File: src/design/flash_pkg.sv
// shared types and constants for the serial NOR flash controller
// widths, flash opcodes, page geometry and the sequencer op codes
// imported by every RTL module of the controller
package flash_pkg;

    typedef logic [23:0] flash_addr_t;  // flash byte address
    typedef logic [7:0]  flash_byte_t;  // data, status or opcode byte
    typedef logic [31:0] spi_word_t;    // left aligned shift word
    typedef logic [5:0]  spi_len_t;     // bits to shift

    // host operation
    typedef enum logic [1:0] {
        MODE_READ,
        MODE_WRITE,
        MODE_ERASE
    } flash_mode_t;

    // multi frame sub-operations run by the sequencer
    typedef enum logic [2:0] {
        SEQ_NONE,
        SEQ_WRITE_ENABLE,
        SEQ_WRITE_DISABLE,
        SEQ_WAIT_WIP,       // status poll until write done
        SEQ_BLOCK_ERASE,    // 64 KB block
        SEQ_PAGE_PROGRAM    // header only, cs stays low
    } seq_op_t;

    // flash opcodes
    localparam flash_byte_t CMD_READ          = 8'h03;
    localparam flash_byte_t CMD_WRITE_ENABLE  = 8'h06;
    localparam flash_byte_t CMD_WRITE_DISABLE = 8'h04;
    localparam flash_byte_t CMD_READ_STATUS   = 8'h05;
    localparam flash_byte_t CMD_PAGE_PROGRAM  = 8'h02;
    localparam flash_byte_t CMD_BLOCK_ERASE   = 8'hD8; // also the erase key on wdata

    localparam int PAGE_BITS = 8; // 256 byte program page

endpackage
File: src/design/flash_spi_top.sv
// serial NOR flash controller, top level
// host side is a four-phase enable/req/ack port for read, write and erase
// SPI side drives an external shift engine through req/busy strobes
// CS_DELAY sets the settle clocks around every chip-select edge
`timescale 1ns/1ns

module flash_spi_top
    import flash_pkg::*;
#(
    parameter int CS_DELAY = 10
)(
    input  logic        CLK,
    input  logic        RESET_n,
    // host port
    input  logic        enable_n,
    input  logic [1:0]  mode,       // read / write / erase encoding
    input  flash_addr_t address,
    input  logic        req_n,
    input  flash_byte_t wdata,
    output logic        ack_n,
    output flash_byte_t rdata,
    // shift engine
    input  logic        spi_busy,
    input  flash_byte_t spi_miso,
    output logic        spi_req,
    output spi_word_t   spi_word,
    output spi_len_t    spi_len,
    output logic        spi_cs_n
);

    logic step, host_step;
    logic seq_start, seq_idle;
    seq_op_t seq_op;

    // request group, link side and host machine side
    logic      xfer_start, cs_assert, cs_release, hold;
    spi_word_t xfer_word;
    spi_len_t  xfer_len;
    logic      h_xfer_start, h_cs_assert, h_cs_release, h_hold;
    spi_word_t h_xfer_word;
    spi_len_t  h_xfer_len;

    // write address tracking
    logic        addr_load, addr_advance, pp_take;
    logic        pp_needed, page_end;
    flash_addr_t pp_addr;

    spi_link #(.CS_DELAY(CS_DELAY)) u_link (
        .CLK, .RESET_n, .spi_busy,
        .xfer_start, .xfer_word, .xfer_len, .cs_assert, .cs_release, .hold,
        .spi_req, .spi_word, .spi_len, .spi_cs_n, .step
    );

    command_sequencer u_seq (
        .CLK, .RESET_n, .step, .seq_start, .seq_op,
        .erase_addr(address),   // host keeps address through the erase
        .pp_addr, .spi_miso,
        .host_xfer_start(h_xfer_start), .host_xfer_word(h_xfer_word),
        .host_xfer_len(h_xfer_len), .host_cs_assert(h_cs_assert),
        .host_cs_release(h_cs_release), .host_hold(h_hold),
        .host_step, .seq_idle,
        .xfer_start, .xfer_word, .xfer_len, .cs_assert, .cs_release, .hold
    );

    transaction_fsm u_fsm (
        .CLK, .RESET_n, .host_step, .seq_idle, .enable_n,
        .mode(flash_mode_t'(mode)),
        .address, .req_n, .wdata, .spi_miso, .pp_needed, .page_end,
        .ack_n, .rdata, .seq_start, .seq_op,
        .host_xfer_start(h_xfer_start), .host_xfer_word(h_xfer_word),
        .host_xfer_len(h_xfer_len), .host_cs_assert(h_cs_assert),
        .host_cs_release(h_cs_release), .host_hold(h_hold),
        .addr_load, .addr_advance, .pp_take
    );

    write_address_tracker u_addr (
        .CLK, .RESET_n, .addr_load, .address, .addr_advance, .pp_take,
        .pp_addr, .pp_needed, .page_end
    );

endmodule

File: src/design/write_address_tracker.sv
// write address bookkeeping beside the host machine
// counts the byte address, captures the page-program start address and
// flags when a new write-enable + page-program header is needed
`timescale 1ns/1ns

module write_address_tracker
    import flash_pkg::*;
(
    input  logic        CLK,
    input  logic        RESET_n,
    input  logic        addr_load,      // write accepted
    input  flash_addr_t address,
    input  logic        addr_advance,   // one byte sent
    input  logic        pp_take,        // header issued at current address
    output flash_addr_t pp_addr,
    output logic        pp_needed,
    output logic        page_end        // advance lands on a page boundary
);

    flash_addr_t addr;

    assign page_end = &addr[PAGE_BITS-1:0];

    always_ff @(posedge CLK or negedge RESET_n)
    begin
        if (!RESET_n)
            pp_needed <= 1'b0;
        else if (addr_load || (addr_advance && page_end))
            pp_needed <= 1'b1;  // fresh write or next page
        else if (pp_take)
            pp_needed <= 1'b0;
    end

    always_ff @(posedge CLK)
    begin
        if (addr_load)
            addr <= address;
        else if (addr_advance)
            addr <= addr + 1'b1;
        if (pp_take)
            pp_addr <= addr;
    end

endmodule

File: src/design/transaction_fsm.sv
// host protocol machine of the flash controller
// accepts read, write and erase on enable_n and paces each byte on req_n/ack_n
// single frames go straight to the link, multi-frame work is handed to the
// sequencer with seq_start/seq_op; everything advances on host_step only
`timescale 1ns/1ns

module transaction_fsm
    import flash_pkg::*;
(
    input  logic        CLK,
    input  logic        RESET_n,
    input  logic        host_step,
    input  logic        seq_idle,
    input  logic        enable_n,
    input  flash_mode_t mode,
    input  flash_addr_t address,
    input  logic        req_n,
    input  flash_byte_t wdata,
    input  flash_byte_t spi_miso,
    input  logic        pp_needed,
    input  logic        page_end,
    output logic        ack_n,
    output flash_byte_t rdata,
    output logic        seq_start,
    output seq_op_t     seq_op,
    output logic        host_xfer_start,
    output spi_word_t   host_xfer_word,
    output spi_len_t    host_xfer_len,
    output logic        host_cs_assert,
    output logic        host_cs_release,
    output logic        host_hold,
    output logic        addr_load,
    output logic        addr_advance,
    output logic        pp_take
);

    typedef enum logic [3:0] {
        T_IDLE,
        T_RD_CMD, T_RD_WAIT, T_RD_BYTE, T_RD_END,
        T_ER_WAIT, T_ER_ERASE, T_ER_POLL, T_ER_WRDI,
        T_WR_WAIT, T_WR_CHECK, T_WR_PP, T_WR_SEND, T_WR_WRDI
    } t_state_t;

    t_state_t state;
    logic     go;

    assign go = host_step && seq_idle;  // link free and no sub-operation running
    assign seq_start = go && (seq_op != SEQ_NONE);

    always_comb
    begin
        seq_op          = SEQ_NONE;
        host_xfer_start = 1'b0;
        host_xfer_word  = '0;
        host_xfer_len   = 6'd8;
        host_cs_assert  = 1'b0;
        host_cs_release = 1'b0;
        host_hold       = 1'b0;
        addr_load       = 1'b0;
        addr_advance    = 1'b0;
        pp_take         = 1'b0;
        if (go)
        begin
            case (state)
                T_IDLE:
                    if (!enable_n && mode == MODE_READ)
                        host_cs_assert = 1'b1;
                    else if (!enable_n && mode == MODE_WRITE)
                        addr_load = 1'b1;
                T_RD_CMD:
                begin
                    host_xfer_start = 1'b1;
                    host_xfer_word  = {CMD_READ, address};
                    host_xfer_len   = 6'd32;
                end
                T_RD_WAIT:
                    if (enable_n)
                        host_hold = 1'b1;           // trailing hold before deselect
                    else if (!req_n)
                        host_xfer_start = 1'b1;     // dummy byte out, data in
                T_RD_END: host_cs_release = 1'b1;
                T_ER_WAIT:
                    if (enable_n && wdata == CMD_BLOCK_ERASE)
                        seq_op = SEQ_WRITE_ENABLE;
                T_ER_ERASE: seq_op = SEQ_BLOCK_ERASE;
                T_ER_POLL:  seq_op = SEQ_WAIT_WIP;
                T_ER_WRDI, T_WR_WRDI: seq_op = SEQ_WRITE_DISABLE;
                T_WR_WAIT:
                    if (enable_n)
                        seq_op = SEQ_WAIT_WIP;      // finish the last page
                T_WR_CHECK:
                    if (req_n && pp_needed)
                        seq_op = SEQ_WRITE_ENABLE;
                T_WR_PP:
                begin
                    seq_op  = SEQ_PAGE_PROGRAM;
                    pp_take = 1'b1;
                end
                T_WR_SEND:
                begin
                    host_xfer_start = 1'b1;
                    host_xfer_word  = {wdata, 24'h0};
                    addr_advance    = 1'b1;
                    if (page_end)
                        seq_op = SEQ_WAIT_WIP;      // page full, let it program
                end
                default: ;
            endcase
        end
    end

    always_ff @(posedge CLK or negedge RESET_n)
    begin
        if (!RESET_n)
        begin
            state <= T_IDLE;
            ack_n <= 1'b1;
        end
        else if (go)
        begin
            case (state)
                T_IDLE:
                    if (enable_n)
                        ack_n <= 1'b1;
                    else
                    begin
                        ack_n <= 1'b0;  // accepted
                        case (mode)
                            MODE_READ:  state <= T_RD_CMD;
                            MODE_WRITE: state <= T_WR_WAIT;
                            default:    state <= T_ER_WAIT;
                        endcase
                    end
                T_RD_CMD: state <= T_RD_WAIT;
                T_RD_WAIT:
                    if (enable_n)
                        state <= T_RD_END;
                    else if (!req_n)
                    begin
                        ack_n <= 1'b0;
                        state <= T_RD_BYTE;
                    end
                    else
                        ack_n <= 1'b1;
                T_RD_BYTE:
                    if (req_n)
                    begin
                        rdata <= spi_miso;  // frame is done on any step
                        ack_n <= 1'b1;
                        state <= T_RD_WAIT;
                    end
                T_RD_END: state <= T_IDLE;
                T_ER_WAIT:
                    if (enable_n)
                        state <= (wdata == CMD_BLOCK_ERASE) ? T_ER_ERASE : T_IDLE;
                T_ER_ERASE: state <= T_ER_POLL;
                T_ER_POLL:  state <= T_ER_WRDI;
                T_WR_WAIT:
                    if (enable_n)
                        state <= T_WR_WRDI;
                    else if (!req_n)
                    begin
                        ack_n <= 1'b0;
                        state <= T_WR_CHECK;
                    end
                    else
                        ack_n <= 1'b1;  // byte written, wdata may change
                T_WR_CHECK:
                    if (req_n)
                        state <= pp_needed ? T_WR_PP : T_WR_SEND;
                T_WR_PP:   state <= T_WR_SEND;
                T_WR_SEND: state <= T_WR_WAIT;
                default:   state <= T_IDLE;    // write-disable issued
            endcase
        end
    end

endmodule

File: src/design/command_sequencer.sv
// multi-frame flash sub-operations between the host machine and the link
// idle: passes step on as host_step and forwards the host request group
// busy: uses each step itself to run write enable/disable, block erase,
// the page-program header, or the status poll loop on the WIP bit
`timescale 1ns/1ns

module command_sequencer
    import flash_pkg::*;
(
    input  logic        CLK,
    input  logic        RESET_n,
    input  logic        step,
    input  logic        seq_start,
    input  seq_op_t     seq_op,
    input  flash_addr_t erase_addr,
    input  flash_addr_t pp_addr,
    input  flash_byte_t spi_miso,
    // host request group
    input  logic        host_xfer_start,
    input  spi_word_t   host_xfer_word,
    input  spi_len_t    host_xfer_len,
    input  logic        host_cs_assert,
    input  logic        host_cs_release,
    input  logic        host_hold,
    output logic        host_step,
    output logic        seq_idle,
    // link request group
    output logic        xfer_start,
    output spi_word_t   xfer_word,
    output spi_len_t    xfer_len,
    output logic        cs_assert,
    output logic        cs_release,
    output logic        hold
);

    typedef enum logic [2:0] {
        SQ_IDLE,
        SQ_CS_LOW,      // select + setup delay
        SQ_SEND,        // command frame
        SQ_TAIL,        // trailing hold
        SQ_RELEASE      // deselect, poll decision
    } sq_state_t;

    sq_state_t state;
    seq_op_t   op;          // running sub-operation
    logic      polled;      // a status frame has been read
    spi_word_t frame_word;
    spi_len_t  frame_len;

    // command frame per sub-operation
    always_comb
    begin
        frame_len = 6'd8;
        case (op)
            SEQ_WRITE_DISABLE: frame_word = {CMD_WRITE_DISABLE, 24'h0};
            SEQ_WAIT_WIP:
            begin
                frame_word = {CMD_READ_STATUS, 24'h0};
                frame_len  = 6'd16; // opcode + status byte
            end
            SEQ_BLOCK_ERASE:
            begin
                frame_word = {CMD_BLOCK_ERASE, erase_addr};
                frame_len  = 6'd32;
            end
            SEQ_PAGE_PROGRAM:
            begin
                frame_word = {CMD_PAGE_PROGRAM, pp_addr};
                frame_len  = 6'd32;
            end
            default: frame_word = {CMD_WRITE_ENABLE, 24'h0};
        endcase
    end

    assign seq_idle  = (state == SQ_IDLE);
    assign host_step = step && seq_idle;

    always_comb
    begin
        if (seq_idle)
        begin
            xfer_start = host_xfer_start;   // host owns the link
            xfer_word  = host_xfer_word;
            xfer_len   = host_xfer_len;
            cs_assert  = host_cs_assert;
            cs_release = host_cs_release;
            hold       = host_hold;
        end
        else
        begin
            xfer_start = (state == SQ_SEND);
            xfer_word  = frame_word;
            xfer_len   = frame_len;
            cs_assert  = (state == SQ_CS_LOW);
            cs_release = (state == SQ_RELEASE);
            hold       = (state == SQ_TAIL);
        end
    end

    always_ff @(posedge CLK or negedge RESET_n)
    begin
        if (!RESET_n)
        begin
            state  <= SQ_IDLE;
            op     <= SEQ_NONE;
            polled <= 1'b0;
        end
        else if (step)
        begin
            case (state)
                SQ_IDLE:
                    if (seq_start && seq_op != SEQ_NONE)
                    begin
                        op     <= seq_op;
                        polled <= 1'b0;
                        // poll first closes a frame that may still be open
                        state  <= (seq_op == SEQ_WAIT_WIP) ? SQ_TAIL : SQ_CS_LOW;
                    end
                SQ_CS_LOW: state <= SQ_SEND;
                SQ_SEND:
                begin
                    polled <= (op == SEQ_WAIT_WIP);
                    // page-program header keeps cs low for the data bytes
                    state  <= (op == SEQ_PAGE_PROGRAM) ? SQ_IDLE : SQ_TAIL;
                end
                SQ_TAIL: state <= SQ_RELEASE;
                SQ_RELEASE:
                    if (op == SEQ_WAIT_WIP && !(polled && !spi_miso[0]))
                        state <= SQ_CS_LOW;     // WIP set or not read yet
                    else
                        state <= SQ_IDLE;
                default: state <= SQ_IDLE;
            endcase
        end
    end

endmodule

File: src/design/spi_link.sv
// engine side registers of the flash controller
// owns spi_req/word/len and chip select, plus the settle-delay counter
// step goes high when no delay runs, no request is pending and the engine
// is idle; request pulses are only taken on a step, one group per step
`timescale 1ns/1ns

module spi_link
    import flash_pkg::*;
#(
    parameter int CS_DELAY = 10
)(
    input  logic      CLK,
    input  logic      RESET_n,
    input  logic      spi_busy,
    // request group
    input  logic      xfer_start,   // start a frame with word and length
    input  spi_word_t xfer_word,
    input  spi_len_t  xfer_len,
    input  logic      cs_assert,    // cs low, then settle
    input  logic      cs_release,   // cs high, then settle
    input  logic      hold,         // settle only
    // engine strobes
    output logic      spi_req,
    output spi_word_t spi_word,
    output spi_len_t  spi_len,
    output logic      spi_cs_n,
    output logic      step
);

    localparam int CNT_W = (CS_DELAY > 0) ? $clog2(CS_DELAY + 1) : 1;
    localparam logic [CNT_W-1:0] DELAY_LOAD = CNT_W'(CS_DELAY);

    logic [CNT_W-1:0] delay_cnt;

    assign step = (delay_cnt == '0) && !spi_req && !spi_busy;

    always_ff @(posedge CLK or negedge RESET_n)
    begin
        if (!RESET_n)
        begin
            spi_req   <= 1'b0;
            spi_cs_n  <= 1'b1;
            delay_cnt <= '0;
        end
        else if (delay_cnt != '0)
        begin
            delay_cnt <= delay_cnt - 1'b1;  // settling
        end
        else if (spi_req)
        begin
            if (spi_busy)
                spi_req <= 1'b0;    // engine took the frame
        end
        else if (step)
        begin
            if (xfer_start)
                spi_req <= 1'b1;
            if (cs_assert)
            begin
                spi_cs_n  <= 1'b0;
                delay_cnt <= DELAY_LOAD;    // setup before first clock
            end
            else if (cs_release)
            begin
                spi_cs_n  <= 1'b1;
                delay_cnt <= DELAY_LOAD;    // deselect time
            end
            else if (hold)
                delay_cnt <= DELAY_LOAD;    // trailing hold, cs unchanged
        end
    end

    // frame payload, stable while spi_req is high
    always_ff @(posedge CLK)
    begin
        if (step && xfer_start)
        begin
            spi_word <= xfer_word;
            spi_len  <= xfer_len;
        end
    end

endmodule

File: config.mk
export PLATFORM = sky130hd
export DESIGN_NAME = flash_spi_top
export DESIGN_NICKNAME = d
export VERILOG_FILES = /design/src/design/flash_pkg.sv /design/src/design/flash_spi_top.sv /design/src/design/write_address_tracker.sv /design/src/design/transaction_fsm.sv /design/src/design/command_sequencer.sv /design/src/design/spi_link.sv
export SDC_FILE = /design/constraint.sdc
export NUM_CORES = 1
export LEC_CHECK = 0
export ABC_AREA = 1
export ABC_CLOCK_PERIOD_IN_PS = 5150
export BUFFER_PORTS_ARGS = -buffer_cell sky130_fd_sc_hd__buf_2
export CAP_MARGIN = 25
export CORE_MARGIN = 3
export CORE_UTILIZATION = 58
export DETAILED_ROUTE_END_ITERATION = 10
export PLACE_DENSITY = 0.91
export SETUP_SLACK_MARGIN = 0.4
export SLEW_MARGIN = 20
export SYNTH_ARGS = -nofsm -noshare
export SYNTH_HDL_FRONTEND = slang
export SYNTH_HIERARCHICAL = 1
export SYNTH_SLANG_ARGS = --single-unit
File: constraint.sdc
create_clock -name CLK -period 5.15 [get_ports CLK]
set_clock_uncertainty 0.2 [all_clocks]
set_input_delay 0.2575 -clock CLK [delete_from_list [all_inputs] [get_ports CLK]]
set_output_delay 0.2575 -clock CLK [all_outputs]
set_load 0.005 [all_outputs]
# Yosys cells after proc, flatten, opt, wreduce, memory -nomap -nowiden
# Index checks and enable logic that the tools add are counted.
# Widths: inputs -> output; s select.
[op_classes]
n_addsub = 2
multipliers = 0
n_div = 0
n_lt_le_gt_ge = 0
eq_ne = 33
n_shift = 0
n_mux = 77
bitwise = 2
n_reduce_logical = 46
[op_table]
columns = ["cell", "count"]
rows = [
  ["$pmux 32 s4", 1],
  ["$mux 32", 2],
  ["$pmux 32 s2", 1],
  ["$mux 4", 14],
  ["$mux 24", 2],
  ["$pmux 4 s11", 1],
  ["$mux 1", 38],
  ["$add 24x1->24 const B", 1],
  ["$eq 4x4->1 const B", 6],
  ["$pmux 3 s8", 1],
  ["$mux 6", 3],
  ["$eq 4x3->1 const B", 4],
  ["$eq 3x2->1 const B", 5],
  ["$pmux 3 s5", 1],
  ["$logic_and 1x1->1", 14],
  ["$ne 2x2->1 const B", 7],
  ["$mux 3", 4],
  ["$pmux 6 s2", 1],
  ["$reduce_and 4->1", 3],
  ["$reduce_bool 2->1", 5],
  ["$eq 3x3->1 const B", 3],
  ["$reduce_and 3->1", 3],
  ["$eq 4x2->1 const B", 2],
  ["$eq 8x8->1 const B", 1],
  ["21 further kinds", 37],
]
[totals]
regBits = 113
latchBits = 0
ramBits = 0
mem_bits_ro = 0
in_bits = 47
output_inout_bits = 49
word_cells = 174
mem_count = 0

# Logic depth before layout (Yosys ltp)
[depth]
depth_word = 13
mapped_depth = 20
depth_no_buf = 20

# Cells and area by module
# The synthesis kept the hierarchy.
[by_module_without_submodules]
columns = ["module", "n_inst", "cells_per_inst", "area_per_inst_um2", "seq_area_each_um2"]
rows = [
  ["write_address_tracker", 1, 253, 2462.4, 1466.4],
  ["spi_link", 1, 90, 1539.0, 1292.5],
  ["transaction_fsm", 1, 230, 1347.5, 366.6],
  ["command_sequencer", 1, 266, 1288.7, 175.2],
]

# Least setup slack after synthesis
# Ideal clock, no wire load.
[synth_path]
kind = "register to register"
startpoint = "reg u_link.delay_cnt[0]"
endpoint = "reg u_link.spi_len[0], enable pin"
setup_time_ps = 427
t_arrival_ps = 3474
required_ps = 4523
slack_ps = 1049
stages_incl_launch_ff = 17
n_path_buf = 0
period_less_slack_ps = 4101
path_cell_list = "dfrtp_1 > inv_1 > ha_1 > nand2_4 > nor2_8 > nand2_1 > inv_1 > nand2_1 > inv_1 > nand2_1 > inv_1 > nand2_1 > o211ai_1 > nor2_1 > nor2_1 > nand2_4 > nor3_2"
[synth_between]
elab_chain_len = 8
[synth_lines]
columns = ["element", "line_no", "rtl"]
rows = [
  ["start: declaration", "spi_link.sv:33", "logic [CNT_W-1:0] delay_cnt;"],
  ["start signal: assignment", "spi_link.sv:47", "delay_cnt <= delay_cnt - 1'b1;"],
  ["$logic_not 4->1", "spi_link.sv:35", "assign step = (delay_cnt == '0) && !spi_req && !spi_busy;"],
  ["$logic_and 1x1->1 (2 in series)", "spi_link.sv:35", ""],
  ["via step", "flash_spi_top.sv:31", "logic step, host_step;"],
  ["$logic_and 1x1->1", "command_sequencer.sv:76", "assign host_step = step && seq_idle;"],
  ["via host_step", "flash_spi_top.sv:31", ""],
  ["$logic_and 1x1->1", "transaction_fsm.sv:47", "assign go = host_step && seq_idle;"],
  ["$mux 1", "transaction_fsm.sv:62", "if (go)"],
  ["via h_xfer_start", "flash_spi_top.sv:39", "logic h_xfer_start, h_cs_assert, h_cs_release, h_hold;"],
  ["$mux 1", "command_sequencer.sv:80", "if (seq_idle)"],
  ["via xfer_start", "flash_spi_top.sv:36", "logic xfer_start, cs_assert, cs_release, hold;"],
  ["$logic_and 1x1->1", "spi_link.sv:76", "if (step && xfer_start)"],
  ["end signal: assignment", "spi_link.sv:79", "spi_len <= xfer_len;"],
  ["end: declaration", "spi_link.sv:25", "output spi_len_t spi_len,"],
]
# The timed path passes the listed nets, and every way through them passes these cells.
# A chain may end at the register's enable or synchronous reset.

# Worst setup path in the final report
[layout_path]
startpoint = "reg u_link.delay_cnt[0]"
endpoint = "reg u_link.spi_word[18], enable pin"
[layout_between]
elab_chain_len = 8
[layout_lines]
columns = ["element", "line_no", "rtl"]
rows = [
  ["$logic_not 4->1", "spi_link.sv:35", ""],
  ["$logic_and 1x1->1 (2 in series)", "spi_link.sv:35", ""],
  ["via step", "flash_spi_top.sv:31", ""],
  ["$logic_and 1x1->1", "command_sequencer.sv:76", ""],
  ["via host_step", "flash_spi_top.sv:31", ""],
  ["$logic_and 1x1->1", "transaction_fsm.sv:47", ""],
  ["$mux 1", "transaction_fsm.sv:62", ""],
  ["via h_xfer_start", "flash_spi_top.sv:39", ""],
  ["$mux 1", "command_sequencer.sv:80", ""],
  ["via xfer_start", "flash_spi_top.sv:36", ""],
  ["$logic_and 1x1->1", "spi_link.sv:76", ""],
  ["end signal: assignment", "spi_link.sv:78", "spi_word <= xfer_word;"],
  ["end: declaration", "spi_link.sv:24", "output spi_word_t spi_word,"],
]
# The timed path passes the listed nets, and every way through them passes these cells.

==> impl_metrics.toml <==
[setup_path]
crit_path_end_kind = "flop"
criticalPathCategory = "reg -> reg"
worst_setup_path_start_kind = "flop"
crit_arrival_ps = 4140
crit_end = "u_link/spi_word[18]"
reg2reg_depth = 17
crit_path_start = "u_link/delay_cnt[0]"
r2r_end = "u_link/spi_word[18]"
reg2reg_setup_slack_ps = 870
cp_max_fo = 31
timing.rr.start = "u_link/delay_cnt[0]"
crit_required_ps = 5010

[global_route]
grt.overflow.total = 0
antenna_found_initial = 0
grt_pass1_wl_um = 28000
grt_pass1_vias = 5732
grt_usage_pct = 27.5
grt_max_degree = 36

[placement]
postPlaceCellArea_um2 = 7180
hpwl_um = 11600
portBuffers = 95
globalplace.congestion = 0.884
dp_slack_ps = 890

[power]
pwr_density_cell_nw_per_um2 = 350
leakagePower_nw = 3.66
ir_drop_v = 0.000305

[clock_network]
cts_root_buffer = "clkbuf_16"
tritoncts = "done"
clkTransAtPathRegs_ps = 60
cts_resized = 0
cts.path.max_buffers = 2
clk_latency_ps = 410
clock_sinks = 113
htreeDepth = 4
numCtsBuffers = 17
ctsHoldBuffers = 19
post-cts-setup-buffers = 0

[layout]
area_growth_pct = 20.7
diodes = 0
n_fill_cell = 749
post-route-cell-area_um2 = 8010
drive_gt1_share_pct = 21.0
nNetsFinal = 1003

[logic_synthesis]
synth_fa_ha_area_share_pct = 0.566
ys_warn_count = 6
synthMuxAreaShare_pct = 0
avgSynthCellArea_um2 = 7.91
synth-compound-area-share_pct = 4.64
synthSimpleGateAreaFrac_pct = 35.2
syn_area_um2 = 6640
synth.distinct_cells = 41
syn_inst = 839
synth_seq_cells = 113
synth_seq_area_share_pct = 49.7
synth_xor_area_share_pct = 0.792
synth_top_family_by_area = "simple AND/OR/NAND/NOR gates"

[run_status]
status = "completed"

[route]
via_per_inst = 5.56
drt_pass1_iterations = 7
route.detailed.wl_per_inst_um = 15.8
ant_nets = 0
drc_errors = 0
wl_um = 17500
drtIter0Drc = 871
via_count = 6146

[floorplanning]
die_h_um = 113
rows = 38
pin_count = 96
core_um2 = 11000
initial_core_util_pct = 60.2
dieArea_um2 = 12800
die_x_um = 113

[flow_run]
cap_violations = 0

[timing]
min_period_ps = 4280
rsz0062_at_grt = "false"
worst_slack_ps = 871
setup_violations = 0
fin_crit_sh_pct = 83.1
max_freq_mhz = 234
final-max-slew-violation-count = 0
finalSetupTns_ps = 0
hold_viol_final = 0
worst_pin_slew_ps = 998
slew_headroom_pct = 33.5

[min_path]
hold_path_class = "in -> reg"
[per-layer routing]
metal / wire [um] / share of wire (%) / up-vias / global-route usage, %
li1: - / - / 2887 / -
met1: 6740 / 39 / 2763 / 37.8
met3: 2070 / 12 / 59 / 5.83
met4: 493 / 2.8 / 0 / 10.5
met5: 0 / 0 / - / 0
met2: 8170 / 47 / 437 / 43.3
[worst max-delay path, stage by stage, from the launching register on]
cell and delay [ps]:
dfrtp_1 390, inv_1 150, ha_1 220, nand2_4 90
nor2_8 160, nand2_1 70, inv_1 130, nand2_1 120
inv_1 80, nand2_1 400, inv_1 420, nand2_1 100
o211ai_1 170, nor2_1 60, nor2_1 240, nand2_4 100
nor3_4 380, buf_4 450
[registers in the layout, indices dropped and copies added, names as in the netlist]
name,count
u_link/spi_word,32
u_addr/addr,24
u_addr/pp_addr,24
u_fsm/rdata,8
u_link/spi_len,6
u_fsm/state,4
u_link/delay_cnt,4
u_seq/op,3
u_seq/state,3
u_addr/pp_needed,1
u_fsm/ack_n,1
u_link/spi_cs_n,1
u_link/spi_req,1
u_seq/polled,1
[report_power, final]
group / switching (W) / internal, W / total, W
Combinational: 0.000353 / 0.000165 / 0.000518
Clock: 0.000436 / 0.000766 / 0.00120
Sequential: 0.0000551 / 0.00103 / 0.00109
Total: 0.000843 / 0.00196 / 0.00280
[area by class of cell]
class	count	area (um2)	area share, %
Tap cell	140	175	2.19
Multi-Input combinational cell	589	2770	34.5
Clock buffer	17	425	5.31
Timing Repair Buffer	121	741	9.25
Clock inverter	15	184	2.30
Sequential cell	113	3300	41.2
Inverter	111	418	5.22
[worst min-delay path by stage]
stage	from	to	slack, ps	depth (start not counted)
finish	address[20]	u_addr/addr[20]	9	3
global route	address[0]	u_addr/addr[0]	6	3
CTS	address[14]	u_addr/addr[14]	0.6	3
detailed placement	RESET_n	u_link/delay_cnt[3]	30	1
global placement	RESET_n	u_link/delay_cnt[3]	40	1
floorplan	RESET_n	u_addr/pp_needed	-240	0
[cell usage in the layout (no fill, tap or decap), drive strengths merged, types with 3 or more instances in the layout]
cell type	synthesis	final
inv	109	113
xor2	4	4
buf	22	102
or2	4	4
nor3	5	5
dlygate4sd3	0	19
nand2	308	308
conb	1	4
nand4	5	5
a21oi	6	6
nand3	79	79
edfxtp	94	94
o21ai	43	43
clkinvlp	0	3
clkinv	2	7
nor2	117	117
dfrtp	17	17
o21bai	4	4
ha	3	3
clkbuf	7	17
bufinv	0	3
[kinds of logic (layout without fill, tap and decap cells)]
group / Yosys count / after routing
fa+ha+maj: 3 / 3
compound gates: 57 / 57
flops: 113 / 113
xor+xnor: 6 / 6
other cells: 1 / 4
simple gates: 519 / 519
buf+inv: 140 / 264
[cell usage after synthesis, drive strengths merged]
master  instances  share of area, %
nand2         308                19
nor2          117               9.0
inv           109               6.2
edfxtp         94                43
nand3          79               6.2
o21ai          43               3.2
buf            22               2.3
dfrtp          17               6.4
clkbuf          7              0.41
a21oi           6              0.51
nand4           5              0.47
nor3            5              0.45
o21bai          4              0.45
or2             4              0.38
xor2            4              0.53
ha              3              0.57
a31oi           2              0.19
clkinv          2              0.13
dfstp           2              0.79
xnor2           2              0.26
conb            1             0.056
nand3b          1              0.11
o211ai          1              0.11
o221ai          1              0.13
[through the flow]
stage / total power, W / hold WS (ps) / util [%] / instances
2_1_floorplan: 0.00147 / -238 / - / 842
3_3_place_gp: 0.00157 / 39.0 / 65.0 / 1052
3_5_place_dp: 0.00159 / 32.3 / 65.1 / 1053
4_1_cts: 0.00279 / 0.634 / 72.3 / 1104
5_1_grt: 0.00291 / 6.46 / 72.6 / 1106
6_report: 0.00280 / 8.76 / 72.6 / 1106
(Power assumes the default switching activity.)
